===== src/common/nand_cmd_params.svh =====
`ifndef NAND_CMD_PARAMS_SVH
`define NAND_CMD_PARAMS_SVH

// SPI clock timing
// SPI clock frequency is i_Clk / (2 x NAND_CLKS_PER_HALF_BIT), must be 2 or more
`define NAND_CLKS_PER_HALF_BIT 2

// Minimum time chip select stays high between two frames, in i_Clk cycles
`define NAND_CS_INACTIVE_CLKS  4

// Frame sizes
`define NAND_MAX_BYTES         4     // Longest kept command: opcode + 3 address bytes
`define NAND_CNT_W             3     // Wide enough to hold NAND_MAX_BYTES

// Host word holding row address, feature address or feature data
`define NAND_ADDR_W            24

`endif


===== src/common/nand_cmd_pkg.sv =====
`include "nand_cmd_params.svh"

package nand_cmd_pkg;

    // Standard SPI NAND opcodes that the engine knows how to frame
    typedef enum logic [7:0] {
        OP_RESET         = 8'hFF,   // 1 byte
        OP_WRITE_ENABLE  = 8'h06,   // 1 byte
        OP_WRITE_DISABLE = 8'h04,   // 1 byte
        OP_GET_FEATURE   = 8'h0F,   // Opcode, feature addr, MISO data
        OP_SET_FEATURE   = 8'h1F,   // Opcode, feature addr, MOSI data
        OP_PAGE_READ     = 8'h13,   // Opcode + 24 bit row address
        OP_PROG_EXEC     = 8'h10,   // Opcode + 24 bit row address
        OP_BLOCK_ERASE   = 8'hD8    // Opcode + 24 bit row address
    } nand_opcode_e;

    // Command sequencer state
    typedef enum logic {
        SEQ_IDLE = 1'b0,            // Waiting for host command
        SEQ_BUSY = 1'b1             // Feeding remaining bytes of a frame
    } seq_state_e;

    // Command captured on the host valid pulse
    typedef struct packed {
        nand_opcode_e                 opcode;     // May hold an unlisted value
        logic [`NAND_ADDR_W-1:0]      addr_data;  // Address, data in low byte
        logic [`NAND_CNT_W-1:0]       num_bytes;  // Bytes in this frame
    } cmd_rec_t;

endpackage


===== src/common/spi_byte_if.sv =====
`timescale 1ns/1ps
`include "nand_cmd_params.svh"

// Byte level link between command sequencer and SPI master
interface spi_byte_if (
    input logic i_Clk,
    input logic i_Rst_L
);

    // Sequencer to master
    logic [7:0]             tx_byte;    // Byte to shift out, valid with tx_dv
    logic                   tx_dv;      // One cycle pulse, only while tx_ready
    logic [`NAND_CNT_W-1:0] tx_count;   // Frame length, held for whole frame

    // Master to sequencer
    logic                   tx_ready;   // Master can take a byte
    logic [7:0]             rx_byte;    // Last byte seen on MISO
    logic                   rx_dv;      // One pulse per received byte
    logic [`NAND_CNT_W-1:0] rx_count;   // 1-based index of rx_byte in frame
    logic                   cs_n;       // Frame chip select, active low

    modport seq_mp (
        input  i_Clk, i_Rst_L,
        output tx_byte, tx_dv, tx_count,
        input  tx_ready, rx_byte, rx_dv, rx_count
    );

    modport spi_mp (
        input  i_Clk, i_Rst_L,
        input  tx_byte, tx_dv, tx_count,
        output tx_ready, rx_byte, rx_dv, rx_count, cs_n
    );

endinterface


===== src/spi_master/spi_byte_master.sv =====
`timescale 1ns/1ps
`include "nand_cmd_params.svh"

// SPI mode 3 master that sends one chip select frame of tx_count bytes
// Clock idles high with MOSI moving on the falling edge and MISO sampled on the rising edge
module spi_byte_master (
    input  logic       i_Clk,
    input  logic       i_Rst_L,
    output logic       o_spi_clk,
    input  logic       i_spi_miso,
    output logic       o_spi_mosi,
    spi_byte_if.spi_mp bus
);

    localparam int HALF_BIT  = `NAND_CLKS_PER_HALF_BIT;
    localparam int CLK_CNT_W = $clog2(HALF_BIT);
    localparam int GAP_W     = $clog2(`NAND_CS_INACTIVE_CLKS + 1);

    localparam logic [CLK_CNT_W-1:0] HALF_LAST = CLK_CNT_W'(HALF_BIT - 1);
    localparam logic [GAP_W-1:0]     GAP_LOAD  = GAP_W'(`NAND_CS_INACTIVE_CLKS);
    localparam logic [4:0]           EDGES_PER_BYTE = 5'd16;   // 8 falling + 8 rising

    logic [CLK_CNT_W-1:0]   r_clk_cnt;      // i_Clk cycles within a half bit
    logic [4:0]             r_edges;        // SPI clock edges left in this byte
    logic                   r_byte_active;  // Byte loaded and not yet reported
    logic [7:0]             r_tx_shift;     // MSB goes out next
    logic [7:0]             r_rx_shift;     // MISO bits in MSB first order
    logic [`NAND_CNT_W-1:0] r_byte_cnt;     // Bytes loaded in this frame
    logic [GAP_W-1:0]       r_gap_cnt;      // CS high time still to serve
    logic                   r_spi_clk;
    logic                   r_mosi;
    logic                   r_cs_n;
    logic                   r_ready;
    logic [7:0]             r_rx_byte;
    logic                   r_rx_dv;
    logic [`NAND_CNT_W-1:0] r_rx_count;

    always_ff @(posedge i_Clk or negedge i_Rst_L) begin
        if (!i_Rst_L) begin
            r_clk_cnt     <= '0;
            r_edges       <= '0;
            r_byte_active <= 1'b0;
            r_byte_cnt    <= '0;
            r_gap_cnt     <= '0;
            r_spi_clk     <= 1'b1;                  // Mode 3 idle level
            r_mosi        <= 1'b0;
            r_cs_n        <= 1'b1;
            r_ready       <= 1'b1;
            r_rx_dv       <= 1'b0;
            r_rx_count    <= '0;
        end else begin
            r_rx_dv <= 1'b0;                        // Pulse by default

            if (bus.tx_dv && r_ready) begin
                // Start a byte and open the frame on the first one
                r_ready       <= 1'b0;
                r_cs_n        <= 1'b0;
                r_edges       <= EDGES_PER_BYTE;
                r_clk_cnt     <= '0;
                r_byte_active <= 1'b1;
                r_byte_cnt    <= r_byte_cnt + 1'b1;
            end else if (r_edges != 5'd0) begin
                if (r_clk_cnt == HALF_LAST) begin
                    r_clk_cnt <= '0;
                    r_edges   <= r_edges - 1'b1;
                    r_spi_clk <= ~r_spi_clk;
                    if (r_spi_clk)                  // Drive the next bit on the falling edge
                        r_mosi <= r_tx_shift[7];
                end else begin
                    r_clk_cnt <= r_clk_cnt + 1'b1;
                end
            end else if (r_byte_active) begin
                // Report the byte one cycle after the last rising edge
                r_byte_active <= 1'b0;
                r_rx_dv       <= 1'b1;
                r_rx_count    <= r_byte_cnt;        // 1-based index
                if (r_byte_cnt == bus.tx_count) begin
                    r_cs_n     <= 1'b1;             // Close the frame
                    r_gap_cnt  <= GAP_LOAD;
                    r_byte_cnt <= '0;
                end else begin
                    r_ready    <= 1'b1;             // More bytes to come in this frame
                end
            end else if (r_gap_cnt != '0) begin
                r_gap_cnt <= r_gap_cnt - 1'b1;
                if (r_gap_cnt == GAP_W'(1))
                    r_ready <= 1'b1;                // Gap served
            end
        end
    end

    // Shift registers of the data path
    always_ff @(posedge i_Clk) begin
        if (bus.tx_dv && r_ready) begin
            r_tx_shift <= bus.tx_byte;
        end else if (r_edges != 5'd0 && r_clk_cnt == HALF_LAST) begin
            if (r_spi_clk)
                r_tx_shift <= {r_tx_shift[6:0], 1'b0};      // Bit just driven
            else
                r_rx_shift <= {r_rx_shift[6:0], i_spi_miso}; // Sample on rising edge
        end
        if (r_edges == 5'd0 && r_byte_active && !(bus.tx_dv && r_ready))
            r_rx_byte <= r_rx_shift;
    end

    assign o_spi_clk    = r_spi_clk;
    assign o_spi_mosi   = r_mosi;
    assign bus.cs_n     = r_cs_n;
    assign bus.tx_ready = r_ready;
    assign bus.rx_byte  = r_rx_byte;
    assign bus.rx_dv    = r_rx_dv;
    assign bus.rx_count = r_rx_count;

    // No byte may be offered while the inactive gap is still counting
    a_cs_gap: assert property (@(posedge i_Clk) disable iff (!i_Rst_L)
        (r_gap_cnt != '0) |-> !bus.tx_dv)
        else $error("byte offered during the chip select inactive gap");

endmodule


===== src/verilog/nand_cmd_seq.sv =====
`timescale 1ns/1ps
`include "nand_cmd_params.svh"

// Turns a host command into the byte sequence of one SPI NAND frame
module nand_cmd_seq (
    input  logic                    i_Clk,
    input  logic                    i_Rst_L,
    input  logic [7:0]              i_command,
    input  logic                    i_cm_dv,
    input  logic [`NAND_ADDR_W-1:0] i_addr_data,
    output logic [7:0]              o_rx_feature_byte,
    output logic                    o_rx_feature_dv,
    spi_byte_if.seq_mp              bus
);

    localparam logic [`NAND_CNT_W-1:0] FEATURE_RX_IDX = `NAND_CNT_W'(3); // Flash drives byte 3

    nand_cmd_pkg::cmd_rec_t   r_cmd;        // Command in flight
    nand_cmd_pkg::seq_state_e r_state;
    nand_cmd_pkg::nand_opcode_e w_opcode;   // Host opcode as enum

    logic [`NAND_CNT_W-1:0] w_num_bytes;    // Frame length of the host opcode
    logic [`NAND_CNT_W-1:0] r_tx_idx;       // Bytes handed to the master so far
    logic [7:0]             w_next_byte;    // Byte at index r_tx_idx
    logic [7:0]             r_tx_byte;
    logic                   r_tx_dv;
    logic                   w_feature_hit;

    assign w_opcode = nand_cmd_pkg::nand_opcode_e'(i_command);

    // Frame length straight from the opcode, unknown opcodes go out alone
    always_comb begin
        case (w_opcode)
            nand_cmd_pkg::OP_RESET,
            nand_cmd_pkg::OP_WRITE_ENABLE,
            nand_cmd_pkg::OP_WRITE_DISABLE: w_num_bytes = `NAND_CNT_W'(1);
            nand_cmd_pkg::OP_GET_FEATURE,
            nand_cmd_pkg::OP_SET_FEATURE:   w_num_bytes = `NAND_CNT_W'(3);
            nand_cmd_pkg::OP_PAGE_READ,
            nand_cmd_pkg::OP_PROG_EXEC,
            nand_cmd_pkg::OP_BLOCK_ERASE:   w_num_bytes = `NAND_CNT_W'(`NAND_MAX_BYTES);
            default:                        w_num_bytes = `NAND_CNT_W'(1);
        endcase
    end

    // Capture the command, only ever loaded between frames
    always_ff @(posedge i_Clk) begin
        if (i_cm_dv) begin
            r_cmd.opcode    <= w_opcode;
            r_cmd.addr_data <= i_addr_data;
            r_cmd.num_bytes <= w_num_bytes;
        end
    end

    // Byte after the opcode, picked by command and position
    always_comb begin
        w_next_byte = 8'h00;
        case (r_cmd.opcode)
            nand_cmd_pkg::OP_GET_FEATURE,
            nand_cmd_pkg::OP_SET_FEATURE: begin
                if (r_tx_idx == `NAND_CNT_W'(1)) begin
                    w_next_byte = r_cmd.addr_data[15:8];           // Feature address
                end else if (r_cmd.opcode == nand_cmd_pkg::OP_SET_FEATURE) begin
                    w_next_byte = r_cmd.addr_data[7:0];            // Feature value
                end                                                // GET sends zero, flash talks
            end
            nand_cmd_pkg::OP_PAGE_READ,
            nand_cmd_pkg::OP_PROG_EXEC,
            nand_cmd_pkg::OP_BLOCK_ERASE: begin
                case (r_tx_idx)
                    `NAND_CNT_W'(1): w_next_byte = r_cmd.addr_data[23:16];
                    `NAND_CNT_W'(2): w_next_byte = r_cmd.addr_data[15:8];
                    default:         w_next_byte = r_cmd.addr_data[7:0];
                endcase
            end
            default: w_next_byte = 8'h00;
        endcase
    end

    // Byte issue FSM
    always_ff @(posedge i_Clk or negedge i_Rst_L) begin
        if (!i_Rst_L) begin
            r_state   <= nand_cmd_pkg::SEQ_IDLE;
            r_tx_dv   <= 1'b0;
            r_tx_idx  <= '0;
            r_tx_byte <= 8'h00;
        end else begin
            r_tx_dv <= 1'b0;                                       // Pulse by default
            case (r_state)
                nand_cmd_pkg::SEQ_IDLE: begin
                    if (i_cm_dv && bus.tx_ready) begin
                        r_tx_dv   <= 1'b1;
                        r_tx_byte <= i_command;                    // Opcode first, no wait on r_cmd
                        r_tx_idx  <= `NAND_CNT_W'(1);
                        if (w_num_bytes != `NAND_CNT_W'(1))
                            r_state <= nand_cmd_pkg::SEQ_BUSY;
                    end
                end
                nand_cmd_pkg::SEQ_BUSY: begin
                    // Ready is still high in the cycle of our own pulse, skip it
                    if (bus.tx_ready && !r_tx_dv) begin
                        r_tx_dv   <= 1'b1;
                        r_tx_byte <= w_next_byte;
                        r_tx_idx  <= r_tx_idx + 1'b1;
                        if (r_tx_idx + 1'b1 == r_cmd.num_bytes)
                            r_state <= nand_cmd_pkg::SEQ_IDLE; // Last byte issued
                    end
                end
                default: r_state <= nand_cmd_pkg::SEQ_IDLE;
            endcase
        end
    end

    assign bus.tx_dv    = r_tx_dv;
    assign bus.tx_byte  = r_tx_byte;
    assign bus.tx_count = r_cmd.num_bytes;

    // GET_FEATURE data arrives as the third byte of the frame
    assign w_feature_hit = bus.rx_dv && (bus.rx_count == FEATURE_RX_IDX) &&
                           (r_cmd.opcode == nand_cmd_pkg::OP_GET_FEATURE);

    always_ff @(posedge i_Clk or negedge i_Rst_L) begin
        if (!i_Rst_L) o_rx_feature_dv <= 1'b0;
        else          o_rx_feature_dv <= w_feature_hit;
    end

    always_ff @(posedge i_Clk) begin
        if (w_feature_hit) o_rx_feature_byte <= bus.rx_byte;
    end

    // Master must still be ready in the cycle a byte is offered
    a_tx_dv_ready: assert property (@(posedge i_Clk) disable iff (!i_Rst_L)
        r_tx_dv |-> bus.tx_ready)
        else $error("tx_dv issued while SPI master not ready");

    // Host must wait for the frame in flight
    a_host_busy: assert property (@(posedge i_Clk) disable iff (!i_Rst_L)
        i_cm_dv |-> (r_state == nand_cmd_pkg::SEQ_IDLE) && bus.tx_ready)
        else $error("i_cm_dv while a command is in flight");

endmodule


===== src/verilog/nand_cmd_top.sv =====
`timescale 1ns/1ps

// SPI NAND command engine
// Host command in, one chip select frame out per command
module nand_cmd_top (
    input  logic        i_Clk,
    input  logic        i_Rst_L,

    // Host command port
    input  logic [7:0]  i_command,          // Opcode
    input  logic        i_cm_dv,            // Pulse only while o_cm_ready is high
    input  logic [23:0] i_addr_data,        // Row address or feature addr/data
    output logic        o_cm_ready,         // High when a new command can start

    // SPI pins, mode 3
    output logic        o_spi_clk,
    input  logic        i_spi_miso,
    output logic        o_spi_mosi,
    output logic        o_spi_cs_n,

    // GET_FEATURE result
    output logic [7:0]  o_rx_feature_byte,
    output logic        o_rx_feature_dv     // One cycle pulse per GET_FEATURE
);

    spi_byte_if bus_if (
        .i_Clk   (i_Clk),
        .i_Rst_L (i_Rst_L)
    );

    // Builds the byte stream of each command
    nand_cmd_seq u_seq (
        .i_Clk             (i_Clk),
        .i_Rst_L           (i_Rst_L),
        .i_command         (i_command),
        .i_cm_dv           (i_cm_dv),
        .i_addr_data       (i_addr_data),
        .o_rx_feature_byte (o_rx_feature_byte),
        .o_rx_feature_dv   (o_rx_feature_dv),
        .bus               (bus_if.seq_mp)
    );

    // Serializes bytes and frames them with chip select
    spi_byte_master u_spi (
        .i_Clk      (i_Clk),
        .i_Rst_L    (i_Rst_L),
        .o_spi_clk  (o_spi_clk),
        .i_spi_miso (i_spi_miso),
        .o_spi_mosi (o_spi_mosi),
        .bus        (bus_if.spi_mp)
    );

    assign o_spi_cs_n = bus_if.cs_n;

    // Ready drops the moment the host pulses and stays low until the gap after CS ends
    // tx_dv covers the one cycle before the master's ready register falls
    assign o_cm_ready = bus_if.cs_n & bus_if.tx_ready & ~bus_if.tx_dv & ~i_cm_dv;

endmodule


===== config.mk =====
export PLATFORM = sky130hd
export DESIGN_NAME = nand_cmd_top
export DESIGN_NICKNAME = d
export VERILOG_FILES = /design/src/common/nand_cmd_pkg.sv /design/src/common/spi_byte_if.sv /design/src/spi_master/spi_byte_master.sv /design/src/verilog/nand_cmd_seq.sv /design/src/verilog/nand_cmd_top.sv
export VERILOG_INCLUDE_DIRS = /design/src /design/src/common
export SDC_FILE = /design/constraint.sdc
export NUM_CORES = 1
export LEC_CHECK = 0
export ABC_AREA = 0
export BUFFER_PORTS_ARGS = -buffer_cell sky130_fd_sc_hd__buf_2
export CORE_MARGIN = 1
export CORE_UTILIZATION = 38
export CTS_CLUSTER_DIAMETER = 60
export DETAILED_ROUTE_END_ITERATION = 8
export PLACE_DENSITY = 0.68
export SKIP_CTS_REPAIR_TIMING = 1
export SYNTH_ARGS = -nofsm -noshare
export SYNTH_HDL_FRONTEND = slang
export SYNTH_HIERARCHICAL = 1
export SYNTH_SLANG_ARGS = --single-unit

===== constraint.sdc =====
create_clock -name i_Clk -period 2.1 [get_ports i_Clk]
set_input_delay 0.315 -clock i_Clk [delete_from_list [all_inputs] [get_ports i_Clk]]
set_output_delay 0.315 -clock i_Clk [all_outputs]
set_load 0.05 [all_outputs]

After elaboration in Yosys (flattened, before gate mapping)
Cells that the tools add are included.
{"block": "word_totals", "latchBits": 0, "wordCells": 145, "ff_bits": 102, "input_bits": 36, "mem_bits_rw": 0, "mem_count": 0, "rom_bits": 0, "out_inout_bits": 13}
{"block": "op_classes", "mux": 50, "bitwise": 9, "div": 0, "addsub": 5, "order_cmp": 0, "n_mul": 0, "n_reduce_logical": 36, "eq_ne": 22, "shifts": 0}
{"cell": "2-to-1 mux 8 bit", "n": 7}
{"cell": "equality test 8 x 5 -> 1 bit, second input constant", "n": 6}
{"cell": "one-hot mux 8 bit (2 select lines)", "n": 3}
{"cell": "2-to-1 mux 3 bit", "n": 9}
{"cell": "2-to-1 mux 1 bit", "n": 24}
{"cell": "equality test 8 x 4 -> 1 bit, second input constant", "n": 2}
{"cell": "equality test 8 bit, second input constant", "n": 2}
{"cell": "2-to-1 mux 5 bit", "n": 3}
{"cell": "nonzero test 2 bit", "n": 7}
{"cell": "one-hot mux 3 bit (2 select lines)", "n": 2}
{"cell": "AND reduction 3 bit", "n": 4}
{"cell": "AND reduction 4 bit", "n": 3}
{"cell": "nonzero test 3 bit", "n": 3}
{"cell": "logical AND 1 bit", "n": 8}
{"cell": "adder 3 x 1 -> 3 bit, second input constant", "n": 2}
{"cell": "equality test 3 x 1 -> 1 bit, second input constant", "n": 2}
{"cell": "equality test 3 x 2 -> 1 bit, second input constant", "n": 2}
{"cell": "equality test 3 bit", "n": 2}
{"cell": "inverter 1 bit", "n": 6}
{"cell": "AND reduction 2 bit", "n": 3}
{"cell": "OR reduction 3 bit", "n": 2}
{"cell": "zero test 5 bit", "n": 1}
{"cell": "nonzero test 5 bit", "n": 1}
{"cell": "subtractor 5 x 1 -> 5 bit, second input constant", "n": 1}
{"cell": "other kinds (10)", "n": 17}

Logic depth before layout (Yosys ltp)
Gate-level depths: netlist of run 1.
{"block": "logic_depth", "word_depth": 7, "ltp_mapped": 8, "mapped_depth_nobuf": 6}

Cells and area by module
Netlist of run 1, hierarchy kept.
{"mod": "nand_cmd_seq", "seq_area_each_um2": 1641.6, "instances": 1, "area_each_um2": 2591.2, "cells_per_inst": 202}
{"mod": "spi_byte_master", "seq_area_each_um2": 1249.9, "instances": 1, "area_each_um2": 1856.8, "cells_per_inst": 149}
{"mod": "nand_cmd_top", "seq_area_each_um2": 0.0, "instances": 1, "area_each_um2": 12.5, "cells_per_inst": 1}

Least setup slack after synthesis of run 1
Ideal clock, no wire load.
{"block": "synth_timing", "path_kind": "reg-to-reg", "from": "reg u_spi.r_edges[0]", "to": "reg u_spi.r_tx_shift[0], enable pin", "setup_ps": 304, "synth_period_minus_slack_ps": 1949, "arrival_time_ps": 1645, "required_time_ps": 1796, "stages_incl_launch_ff": 8, "slack_ps": 151, "cell_sequence": "dfrtp_1 -> inv_1 -> ha_1 -> or4b_4 -> and2_2 -> buf_6 -> nand2_1 -> nand2_1"}
{"block": "synth_via", "elab_chain_len": 4}
{"element": "start, declared", "line": "spi_byte_master.sv:24", "source": "logic [4:0] r_edges;"}
{"element": "start signal, assigned", "line": "spi_byte_master.sv:65", "source": "r_edges <= r_edges - 1'b1;"}
{"element": "nonzero test 5 bit", "line": "spi_byte_master.sv:96", "source": "end else if (r_edges != 5'd0 && r_clk_cnt == HALF_LAST) begin"}
{"element": "logical AND 1 bit", "line": "spi_byte_master.sv:96"}
{"element": "nonzero test 2 bit (no source line)"}
{"element": "AND reduction 2 bit (no source line)"}
{"element": "end signal, assigned", "line": "spi_byte_master.sv:95", "source": "r_tx_shift <= bus.tx_byte;"}
{"element": "end signal, assigned", "line": "spi_byte_master.sv:98", "source": "r_tx_shift <= {r_tx_shift[6:0], 1'b0};"}
{"element": "end, declared", "line": "spi_byte_master.sv:26", "source": "logic [7:0] r_tx_shift;"}
No other way between the ends.
A chain may end at the register's enable or synchronous reset.

Worst setup path in the final report of run 1
{"block": "layout_timing", "from": "reg u_spi.r_edges[0]", "to": "reg u_spi.r_gap_cnt[1]"}
{"block": "layout_via", "elab_chain_len": 3}
{"element": "nonzero test 5 bit", "line": "spi_byte_master.sv:62", "source": "end else if (r_edges != 5'd0) begin"}
{"element": "inverter 1 bit (no source line)"}
{"element": "AND reduction 4 bit (no source line)"}
{"element": "end signal, assigned", "line": "spi_byte_master.sv:85", "source": "r_gap_cnt <= r_gap_cnt - 1'b1;"}
{"element": "end, declared", "line": "spi_byte_master.sv:29", "source": "logic [GAP_W-1:0] r_gap_cnt;"}
No other way between the ends.

==> flow_summary_export.csv, run 1 <==
group,metric,value,unit
floorplan,num_io_pins,49,
synth,async_reset_ff_share,34.3,%
synth,syn_inst,352,
clock_tree,clk_latency,0.34,ns
power_and_ir_drop,p_total,3900,uW
drt,wl,8100,um
floorplan,initial_core_util,39.1,%
synth,synth_area,0.00446,sq mm
clock_tree,cts_made_buffers,9,
timing,finalHoldViolations,0,
synth,ys_types,54,
synth,synth-main-ff-cell,"edfxtp_1",
global_route,grt_pass1_wl,13800,um
clock_tree,cts_root_buf,"clkbuf_16",
synth,synth.avg_cell_area,12.7,sq um
timing,setup_tns,0,ns
global_route,grt_max_degree,36,
drt,ant_nets,0,
clock_tree,clock-sinks,102,
global_route,antenna_found_initial,0,
worst_setup_path,crit_path_end_kind,"register",
drt,vias_per_cell,5.18,
timing,worstMarginPinSlew,0.860,ns
worst_setup_path,crit_arrival,2.22,ns
worst_setup_path,path_class,"reg -> reg",
cells_and_area,nets,450,
timing,slew_viol_final,0,
placement,place_area,0.00488,sq mm
floorplan,rows,39,
placement,io_buffer_count,48,
global_route,grt_pass1_vias,2909,
floorplan,die-width,110,um
clock_tree,cts_tree,"yes",
global_route,grt-ovfl-total,0,
drt,vias,2869,
flow_run,drv_cap,0,
synth,ys_warn_count,6,
timing,final.setup_skew,0.00818,ns
placement,post-dp-hpwl,5810,um
worst_setup_path,worstPathRequired,2.34,ns
floorplan,fp.dieArea,0.0122,sq mm
outcome,status,"finished clean",
timing,rsz0062_at_grt,"no",
power_and_ir_drop,peakVddDrop,0.467,mV
synth,synth-edff-count,67,
drt,drt-initial-drc-count,121,
drt,dr.pass1.iters,4,
clock_tree,h-tree-depth,3,
timing,relSlewSlack,42.2,%
timing,finalCritPeriodShare,94.4,%
global_route,track_usage,14.9,%
synth,synth_seq_area_share,64.8,%
cells_and_area,final_layout_size_suffix_gt1_share,23.6,%
drt,post_drt_wl_per_cell,14.6,um
clock_tree,path_clk_slew,0.07,ns
cells_and_area,area_growth,15.9,%
timing,setup_violations,0,
cells_and_area,design_area,0.00517,sq mm
cells_and_area,antennaDiodeCount,0,
power_and_ir_drop,power.leakage,0.00201,uW
clock_tree,cts_buffer_depth,2,
timing,min_period,1.98,ns
floorplan,core,0.0114,sq mm
synth,syn_nets,396,
hold_path,hold_class,"in -> async",
worst_setup_path,crit_path_max_fanout,6,
worst_setup_path,start_kind,"register",
placement,gp_congestion,0.836,
power_and_ir_drop,p_per_area,755,mW/mm^2
synth,ys_ff_latch,102,
drt,drcViolationCount,0,
cells_and_area,post-route-util,45.3,%
timing,fmax,505,MHz
floorplan,die_h,110,um
Yosys cell counts, types with 2 or more instances:
cell type	n	area, sq um
nand2_1	50	188
a22o_1	2	17.5
o21ai_0	25	125
nor2_1	15	56.3
clkbuf_1	11	41.3
buf_6	2	22.5
ha_1	8	100
buf_4	3	22.5
o211ai_1	2	15.0
xor2_1	2	17.5
a22oi_1	9	67.6
dfrtp_1	32	801
edfxtp_1	67	2010
and4bb_2	2	25.0
a21oi_1	18	90.1
nand3_1	7	35.0
mux2_2	4	45.0
dfstp_2	3	78.8
o22a_1	8	70.1
mux2i_1	2	20.0
o22ai_1	8	50.1
inv_1	9	33.8
o2bb2ai_1	8	70.1
xnor2_1	10	87.6
and3_1	2	12.5
nor2b_1	3	18.8
nor3_1	4	20.0
nand3b_1	9	67.6
nor4b_1	2	17.5
area by class of cell:
type                       instances  area [sq um]
tap                              143           179
timing repair buffer              60           330
fill                            1040          6250
clock buffer                       9           225
inverter                           9          37.5
clock inverter                     7          55.1
multi-input combinational        224          1450
sequential                       102          2890
cells by family after synthesis:
| logic type | Yosys count | share of synthesized area [%] |
|---|---|---|
| AOI/OAI and AO/OA | 92 | 14.1 |
| buffers and inverters | 26 | 2.78 |
| adders and majority gates | 8 | 2.24 |
| muxes | 6 | 1.46 |
| xor gates and xnor gates | 12 | 2.36 |
| and+or+nand+nor | 106 | 12.3 |
| DFF | 102 | 64.8 |
critical path, stage by stage, from the launching register on:
cell      delay (ns)
dfrtp_1         0.40
inv_1           0.07
ha_1            0.19
or4b_4          0.51
a211oi_2        0.27
a21bo_1         0.25
a22o_1          0.18
power by group:
group / switching [uW] / internal (uW) / leakage [uW] / total [uW]
sequential: 28.6 / 2200 / 0.00107 / 2220
combinational: 76.9 / 67.5 / 0.000806 / 144
clock: 719 / 817 / 0.000138 / 1540
total: 824 / 3080 / 0.00201 / 3900
sequential cells by signal, summed over array words and instances, names as in the netlist, 3 cells and up:
| register | count |
|---|---|
| u_seq/o_rx_feature_byte | 8 |
| u_spi/r_gap_cnt | 3 |
| u_spi/bus.rx_count | 3 |
| u_spi/bus.rx_byte | 8 |
| u_seq/bus.tx_byte | 8 |
| u_spi/r_tx_shift | 8 |
| u_spi/r_rx_shift | 8 |
| u_spi/r_edges | 5 |
| u_seq/r_cmd | 32 |
| u_seq/bus.tx_count | 3 |
| u_spi/r_byte_cnt | 3 |
| u_seq/r_tx_idx | 3 |
per-layer routing:
metal / vias to the layer above / wire length, um / global-route usage [%]
li1: 1411 / - / -
met1: 1380 / 3700 / 18.4
met2: 66 / 3950 / 25.2
met3: 12 / 300 / 3.23
met4: 0 / 142 / 6.48
met5: - / 0 / 0
path summary, 6_finish.rpt:
check                                                from                                   end  slack, ns  depth (start not counted)
setup / recovery             u_spi/r_edges[0]$_DFFE_PN0P_        u_spi/r_gap_cnt[1]$_DFFE_PN0P_       0.12                          6
hold reg to reg            u_spi/bus.rx_byte[2]$_DFFE_PP_  u_seq/o_rx_feature_byte[2]$_DFFE_PP_       0.41                          0
hold / removal                                    i_Rst_L          u_spi/r_edges[3]$_DFFE_PN0P_       0.05                          1
min in group i_Clk                        i_addr_data[16]             u_seq/r_cmd[19]$_DFFE_PP_       0.15                          1
setup reg to reg             u_spi/r_edges[0]$_DFFE_PN0P_        u_spi/r_gap_cnt[1]$_DFFE_PN0P_       0.12                          6
max in group asynchronous                         i_Rst_L       u_spi/r_byte_cnt[0]$_DFFE_PN0P_       1.54                          1
layout by cell type, fill, tap and decap left out, types with 2 or more instances in the layout:
cell,count
a21oi_1,18
nor2_1,14
ha_1,8
nand2_1,49
inv_6,2
o22ai_1,8
clkbuf_16,9
nor2b_1,3
clkinvlp_4,2
nor3_1,4
and3_1,2
mux2i_1,2
o2bb2ai_1,8
mux2_2,4
o21ai_0,25
buf_4,12
nor4b_1,2
inv_1,8
and4bb_2,2
o211ai_1,2
edfxtp_1,67
a22oi_1,9
buf_2,48
dfstp_2,3
clkinv_2,2
o22a_1,8
dfrtp_1,32
xor2_1,2
a22o_1,2
nand3_1,7
xnor2_1,10
nand3b_1,9
stage by stage:
stage / hold slack [ns] / setup WS (ns) / instances
finish: 0.0514 / 0.118 / 554
global route: 0.116 / 0.00479 / 554
CTS: 0.0748 / 0.0375 / 554
detailed placement: 0.405 / 0.0443 / 538
global placement: 0.403 / 0.137 / 538
floorplan: 0.0194 / 0.151 / 352
No activity file was read; power rests on OpenSTA's default activity.
==> run 2, diff against run 1 <==
==> constraint.sdc (replaced) <==
create_clock -name i_Clk -period 2.3 [get_ports i_Clk]
set_input_delay 0.345 -clock i_Clk [delete_from_list [all_inputs] [get_ports i_Clk]]
set_output_delay 0.345 -clock i_Clk [all_outputs]
set_load 0.05 [all_outputs]
==> run 2 against run 1 <==
Flip-flop and latch count stayed put. Die area stayed put. Routed wire length is 0.25% higher. Maximum frequency is 6.0% lower. Clock power hardly changed. Core utilization hardly changed. Clock skew is 0.0011 ns lower.
==> flow_summary_export.csv, run 2 (synthesized netlist as in run 1, its figures left out) <==
group,metric,value,unit
outcome,status,"finished clean",
power_and_ir_drop,power.switching,763,uW
floorplan,num_io_pins,49,
clock_tree,h-tree-depth,3,
power_and_ir_drop,p_int,2930,uW
worst_setup_path,timing.critical_path.buf_inv,1,
power_and_ir_drop,clkPwrFrac,41.4,%
cells_and_area,design_area,0.00517,sq mm
drt,post_drt_wl_per_cell,14.7,um
power_and_ir_drop,pwr-share-seq,55.0,%
floorplan,die-width,110,um
cells_and_area,layout_common_cells,"67 x edfxtp_1, 50 x nand2_1, 48 x buf_2",
timing,relSlewSlack,45.1,%
cells_and_area,largest_register_ffs,32,
timing,setup_violations,0,
power_and_ir_drop,p_total,3690,uW
placement,place_area,0.00486,sq mm
floorplan,initial_core_util,39.1,%
global_route,track_usage,14.6,%
floorplan,core,0.0114,sq mm
timing,finalCritPeriodShare,91.6,%
drt,drt-initial-drc-count,157,
clock_tree,clock-sinks,102,
cells_and_area,area_growth,15.9,%
clock_tree,cts_tree,"yes",
worst_setup_path,crit_path_end_kind,"register",
power_and_ir_drop,switching_share,20.7,%
drt,dr.pass1.iters,4,
timing,setup_tns,0,ns
placement,io_buffer_count,48,
placement,placed_cells,536,
timing,finalHoldViolations,0,
cells_and_area,finalNonFillerCells,552,
power_and_ir_drop,power.leakage,0.00203,uW
timing,worstMarginPinSlew,0.817,ns
timing,fmax,474,MHz
placement,gp_congestion,0.836,
drt,ant_nets,0,
worst_setup_path,path_class,"reg -> reg",
cells_and_area,num-fill-cells,1056,
cells_and_area,nets,448,
clock_tree,cts_made_buffers,9,
global_route,grt_max_degree,36,
clock_tree,clk_latency,0.34,ns
drt,wl,8120,um
timing,slew_viol_final,0,
power_and_ir_drop,p_comb_share,3.6,%
timing,min_period,2.11,ns
floorplan,die_h,110,um
drt,vias_per_cell,5.14,
power_and_ir_drop,peakVddDrop,0.506,mV
global_route,grt_pass1_vias,2738,
clock_tree,path_clk_slew,0.07,ns
worst_setup_path,crit_path_max_fanout,8,
floorplan,fp.dieArea,0.0122,sq mm
flow_run,drv_cap,0,
worst_setup_path,cpPeakStageDelay,0.51,ns
worst_setup_path,crit_arrival,2.08,ns
global_route,grt_pass1_wl,13200,um
worst_setup_path,worstPathRequired,2.27,ns
floorplan,rows,39,
placement,post-dp-hpwl,5830,um
timing,rsz0062_at_grt,"no",
worst_setup_path,critPathSlowestCell,"nor2_1",
power_and_ir_drop,p_per_area,713,mW/mm^2
worst_setup_path,crit_family,"simple AND/OR/NAND/NOR gates",
worst_setup_path,start_kind,"register",
clock_tree,cts_root_buf,"clkbuf_16",
timing,final.setup_skew,0.00707,ns
hold_path,hold_class,"in -> async",
global_route,antenna_found_initial,0,
clock_tree,cts_buffer_depth,2,
cells_and_area,top_register,"u_seq/r_cmd",
drt,vias,2840,
cells_and_area,antennaDiodeCount,0,
cells_and_area,final_layout_size_suffix_gt1_share,22.5,%
drt,drcViolationCount,0,
worst_setup_path,cp_cell_sequence,"inv_1 > ha_1 > or4b_4 > and2_2 > nand2_1 > nor2_1",
cells_and_area,layout_commonest_cell,"edfxtp_1",
global_route,grt-ovfl-total,0,
==> run 2: cell count changes in the layout (fill, tap and decap cells not counted), sizes merged <==
cell and change:
buf -2, clkinvlp -2, bufinv +1, inv +1
==> run 2: path summary, 6_finish.rpt <==
| check | startpoint | endpoint | slack [ns] | cells after the start |
|---|---|---|---|---|
| worst max-delay path | u_spi/r_edges[0]$_DFFE_PN0P_ | u_spi/r_rx_shift[2]$_DFFE_PP_ | 0.19 | 6 |
| worst min register to register | u_spi/bus.rx_byte[0]$_DFFE_PP_ | u_seq/o_rx_feature_byte[0]$_DFFE_PP_ | 0.42 | 0 |
| min in group i_Clk | i_addr_data[21] | u_seq/r_cmd[24]$_DFFE_PP_ | 0.18 | 1 |
| max in group asynchronous | i_Rst_L | u_seq/r_tx_idx[1]$_DFFE_PN0P_ | 1.70 | 1 |
| worst max register to register | u_spi/r_edges[0]$_DFFE_PN0P_ | u_spi/r_rx_shift[2]$_DFFE_PP_ | 0.19 | 6 |
| worst min-delay path | i_Rst_L | u_spi/r_edges[4]$_DFFE_PN0P_ | 0.09 | 1 |
==> run 2: per-stage QoR <==
stage               worst slack [ns]  utilization, %  hold slack, ns
global route                  0.0220            45.3           0.155
CTS                            0.169            45.3           0.109
detailed placement             0.184            42.6           0.405
global placement               0.287            42.6           0.402
floorplan                      0.351               -          0.0494
finish                         0.192            45.3          0.0935
==> run 2: power groups by stage <==
stage	Sequential [uW]	Clock [uW]	Combinational, uW
finish	2030	1530	132
global route	2030	1650	147
CTS	2030	1570	133
detailed placement	2070	0	133
global placement	2070	0	129
floorplan	2060	0	65.7
==> run 2: area by class of cell <==
| type | instances | area [sq um] | share of cell area, % |
|---|---|---|---|
| clock buffers | 9 | 225 | 4.36 |
| clock inverters | 7 | 81.3 | 1.57 |
| inverters | 9 | 33.8 | 0.653 |
| multi-input cells | 224 | 1450 | 27.9 |
| flip-flops and latches | 102 | 2890 | 55.9 |
| well taps | 143 | 179 | 3.46 |
| repair buffers | 58 | 315 | 6.10 |
==> run 2: routing by layer <==
metal,global-route usage (%),up-vias,wire length [um]
met5,0,-,0
met4,6.58,0,153
met3,3.53,10,396
met2,24.0,80,3900
met1,18.3,1342,3680
li1,-,1408,-
==> run 2: worst register-to-register path: stages, from the launching register on <==
cell and delay, ns:
dfrtp_1 0.38, inv_1 0.06, ha_1 0.22, or4b_4 0.24, and2_2 0.23, nand2_1 0.10
nor2_1 0.51
==> run 3, diff against run 2 <==
--- a/config.mk
+++ b/config.mk
@@ -16,5 +16,4 @@
 export SKIP_CTS_REPAIR_TIMING = 1
 export SYNTH_ARGS = -nofsm -noshare
 export SYNTH_HDL_FRONTEND = slang
-export SYNTH_HIERARCHICAL = 1
 export SYNTH_SLANG_ARGS = --single-unit
==> run 3 against run 2 <==
Global-route usage shrank 0.12 points. Sequential power is essentially flat. Flip-flop and latch count is the same. Synthesized cell count shrank 0.57%.
==> flow_summary_export.csv, run 3 <==
group,metric,value,unit
outcome,status,"finished clean",
synth,synth-edff-count,67,
global_route,antenna_found_initial,0,
synth,ys_top_cells_by_area,"edfxtp_1 45%, dfrtp_1 18%, nand2_1 4.1%",
worst_setup_path,crit_path_end_kind,"output port",
clock_tree,cts_buffer_depth,2,
floorplan,core,0.0114,sq mm
power_and_ir_drop,power.leakage,0.00206,uW
worst_setup_path,r2r_start,"u_spi.r_edges[0]$_DFFE_PN0P_",
synth,ys_ff_latch,102,
synth,yosysTopAreaCell,"edfxtp_1",
cells_and_area,nets,444,
floorplan,fp.dieArea,0.0122,sq mm
worst_setup_path,crit_path_max_fanout,10,
clock_tree,cts_tree,"yes",
power_and_ir_drop,p_total,3670,uW
cells_and_area,num-fill-cells,1048,
clock_tree,h-tree-depth,3,
timing,fmax,473,MHz
timing,min_period,2.11,ns
timing,hold_slack,0.0841,ns
cells_and_area,top_register,"u_seq.r_cmd",
timing,setup_tns,0,ns
synth,syn_inst,350,
drt,wl,8060,um
global_route,grt_max_degree,41,
synth,async_reset_ff_share,34.3,%
worst_setup_path,worstPathRequired,1.96,ns
worst_setup_path,r2r.worst_path.cells,6,
drt,vias_per_cell,5.13,
timing,setup_ws,0.187,ns
clock_tree,cts_root_buf,"clkbuf_16",
global_route,track_usage,14.5,%
placement,pre_cts_slack,0.185,ns
worst_setup_path,start_kind,"register",
global_route,grt-ovfl-total,0,
synth,syn_nets,394,
flow_run,drv_cap,0,
drt,ant_nets,0,
cells_and_area,final_layout_size_suffix_gt1_share,21.7,%
worst_setup_path,r2r_end,"u_spi.r_rx_shift[1]$_DFFE_PP_",
timing,final.setup_skew,0.00943,ns
clock_tree,cts_made_buffers,9,
cells_and_area,largest_register_ffs,32,
synth,synth.avg_cell_area,12.7,sq um
synth,synth_most_common_cell,"edfxtp_1",
power_and_ir_drop,p_per_area,709,mW/mm^2
drt,drcViolationCount,0,
synth,synth-main-ff-cell,"edfxtp_1",
floorplan,num_io_pins,49,
synth,synth_seq_area_share,64.9,%
timing,finalCritPeriodShare,91.9,%
worst_setup_path,path_class,"reg -> out",
timing,rsz0062_at_grt,"no",
clock_tree,path_clk_slew,0.08,ns
cells_and_area,antennaDiodeCount,0,
power_and_ir_drop,peakVddDrop,0.440,mV
timing,setup_violations,0,
timing,finalHoldViolations,0,
worst_setup_path,r2r_setup_slack,0.22,ns
synth,ys_types,50,
timing,slew_viol_final,0,
cells_and_area,post-route-util,45.3,%
global_route,grt_pass1_vias,2740,
timing,worstMarginPinSlew,0.788,ns
floorplan,die-width,110,um
hold_path,hold_class,"in -> async",
worst_setup_path,crit_arrival,1.77,ns
placement,gp_congestion,0.819,
drt,post_drt_wl_per_cell,14.7,um
timing,relSlewSlack,47.5,%
floorplan,die_h,110,um
clock_tree,clock-sinks,102,
synth,synth_top_area_share,45.2,%
drt,dr.pass1.iters,4,
drt,drt-initial-drc-count,112,
cells_and_area,layout_common_cells,"67 x edfxtp_1, 49 x nand2_1, 48 x buf_2",
synth,synth_area,0.00446,sq mm
drt,vias,2810,
clock_tree,clk_latency,0.34,ns
cells_and_area,area_growth,16.0,%
floorplan,initial_core_util,39.0,%
placement,post-dp-hpwl,5820,um
synth,ys_top_cells_by_count,"67 x edfxtp_1, 49 x nand2_1, 32 x dfrtp_1",
synth,ys_warn_count,0,
floorplan,rows,39,
global_route,grt_pass1_wl,13200,um
placement,io_buffer_count,48,
cells_and_area,layout_commonest_cell,"edfxtp_1",
run 3: kinds of logic after synthesis:
family / synth area share [%]
simple gates: 12.0
flops: 64.9
compound gates: 14.1
buf+inv: 2.64
xor+xnor: 2.36
fa+ha+maj: 2.25
mux: 1.74
run 3: how the worst max path moves through the flow:
stage                              startpoint  slack (ns)                            end
3_5_place_dp     u_spi.r_edges[0]$_DFFE_PN0P_        0.19  u_spi.r_rx_shift[1]$_DFFE_PP_
5_1_grt          u_spi.r_edges[0]$_DFFE_PN0P_        0.05  u_spi.r_rx_shift[4]$_DFFE_PP_
6_report       u_spi.bus.tx_ready$_DFFE_PN1P_        0.19                     o_cm_ready
4_1_cts        u_spi.bus.tx_ready$_DFFE_PN1P_        0.17                     o_cm_ready
2_1_floorplan    u_spi.r_edges[0]$_DFFE_PN0P_        0.31  u_spi.r_rx_shift[0]$_DFFE_PP_
3_3_place_gp     u_spi.r_edges[0]$_DFFE_PN0P_        0.27  u_spi.r_rx_shift[0]$_DFFE_PP_
run 3: area by class of cell:
class                   instances  area, sq um  area share (%)
clock buffers                   9          225            4.36
multi-input cells             221         1450            28.0
clock inverters                 7         90.1            1.74
flip-flops and latches        102         2890            55.9
well taps                     143          179            3.46
repair buffers                 56          300            5.81
inverters                      10         37.5           0.726
run 3: per-layer routing:
metal	part of all wire (%)	routed length [um]	track usage (%)
met1	46	3680	19.2
met2	48	3850	22.9
met3	4.7	381	3.70
met4	1.9	150	5.36
met5	0	0	0
run 3: worst max-delay path: stages, from the launching register on:
cell,delay (ns)
dfstp_2,0.61
nor2b_1,0.34
and3_1,0.21
buf_2,0.26
run 3: through the flow:
stage               instances  area, sq um
floorplan                 350         4460
global placement          532         4850
detailed placement        532         4850
CTS                       548         5170
global route              548         5170
finish                    548         5170
run 3: report_power, final:
part,internal (uW),switching (uW),leakage (uW)
Combinational,59.2,69.2,0.000845
Sequential,2000,26.2,0.00107
Clock,782,729,0.000148
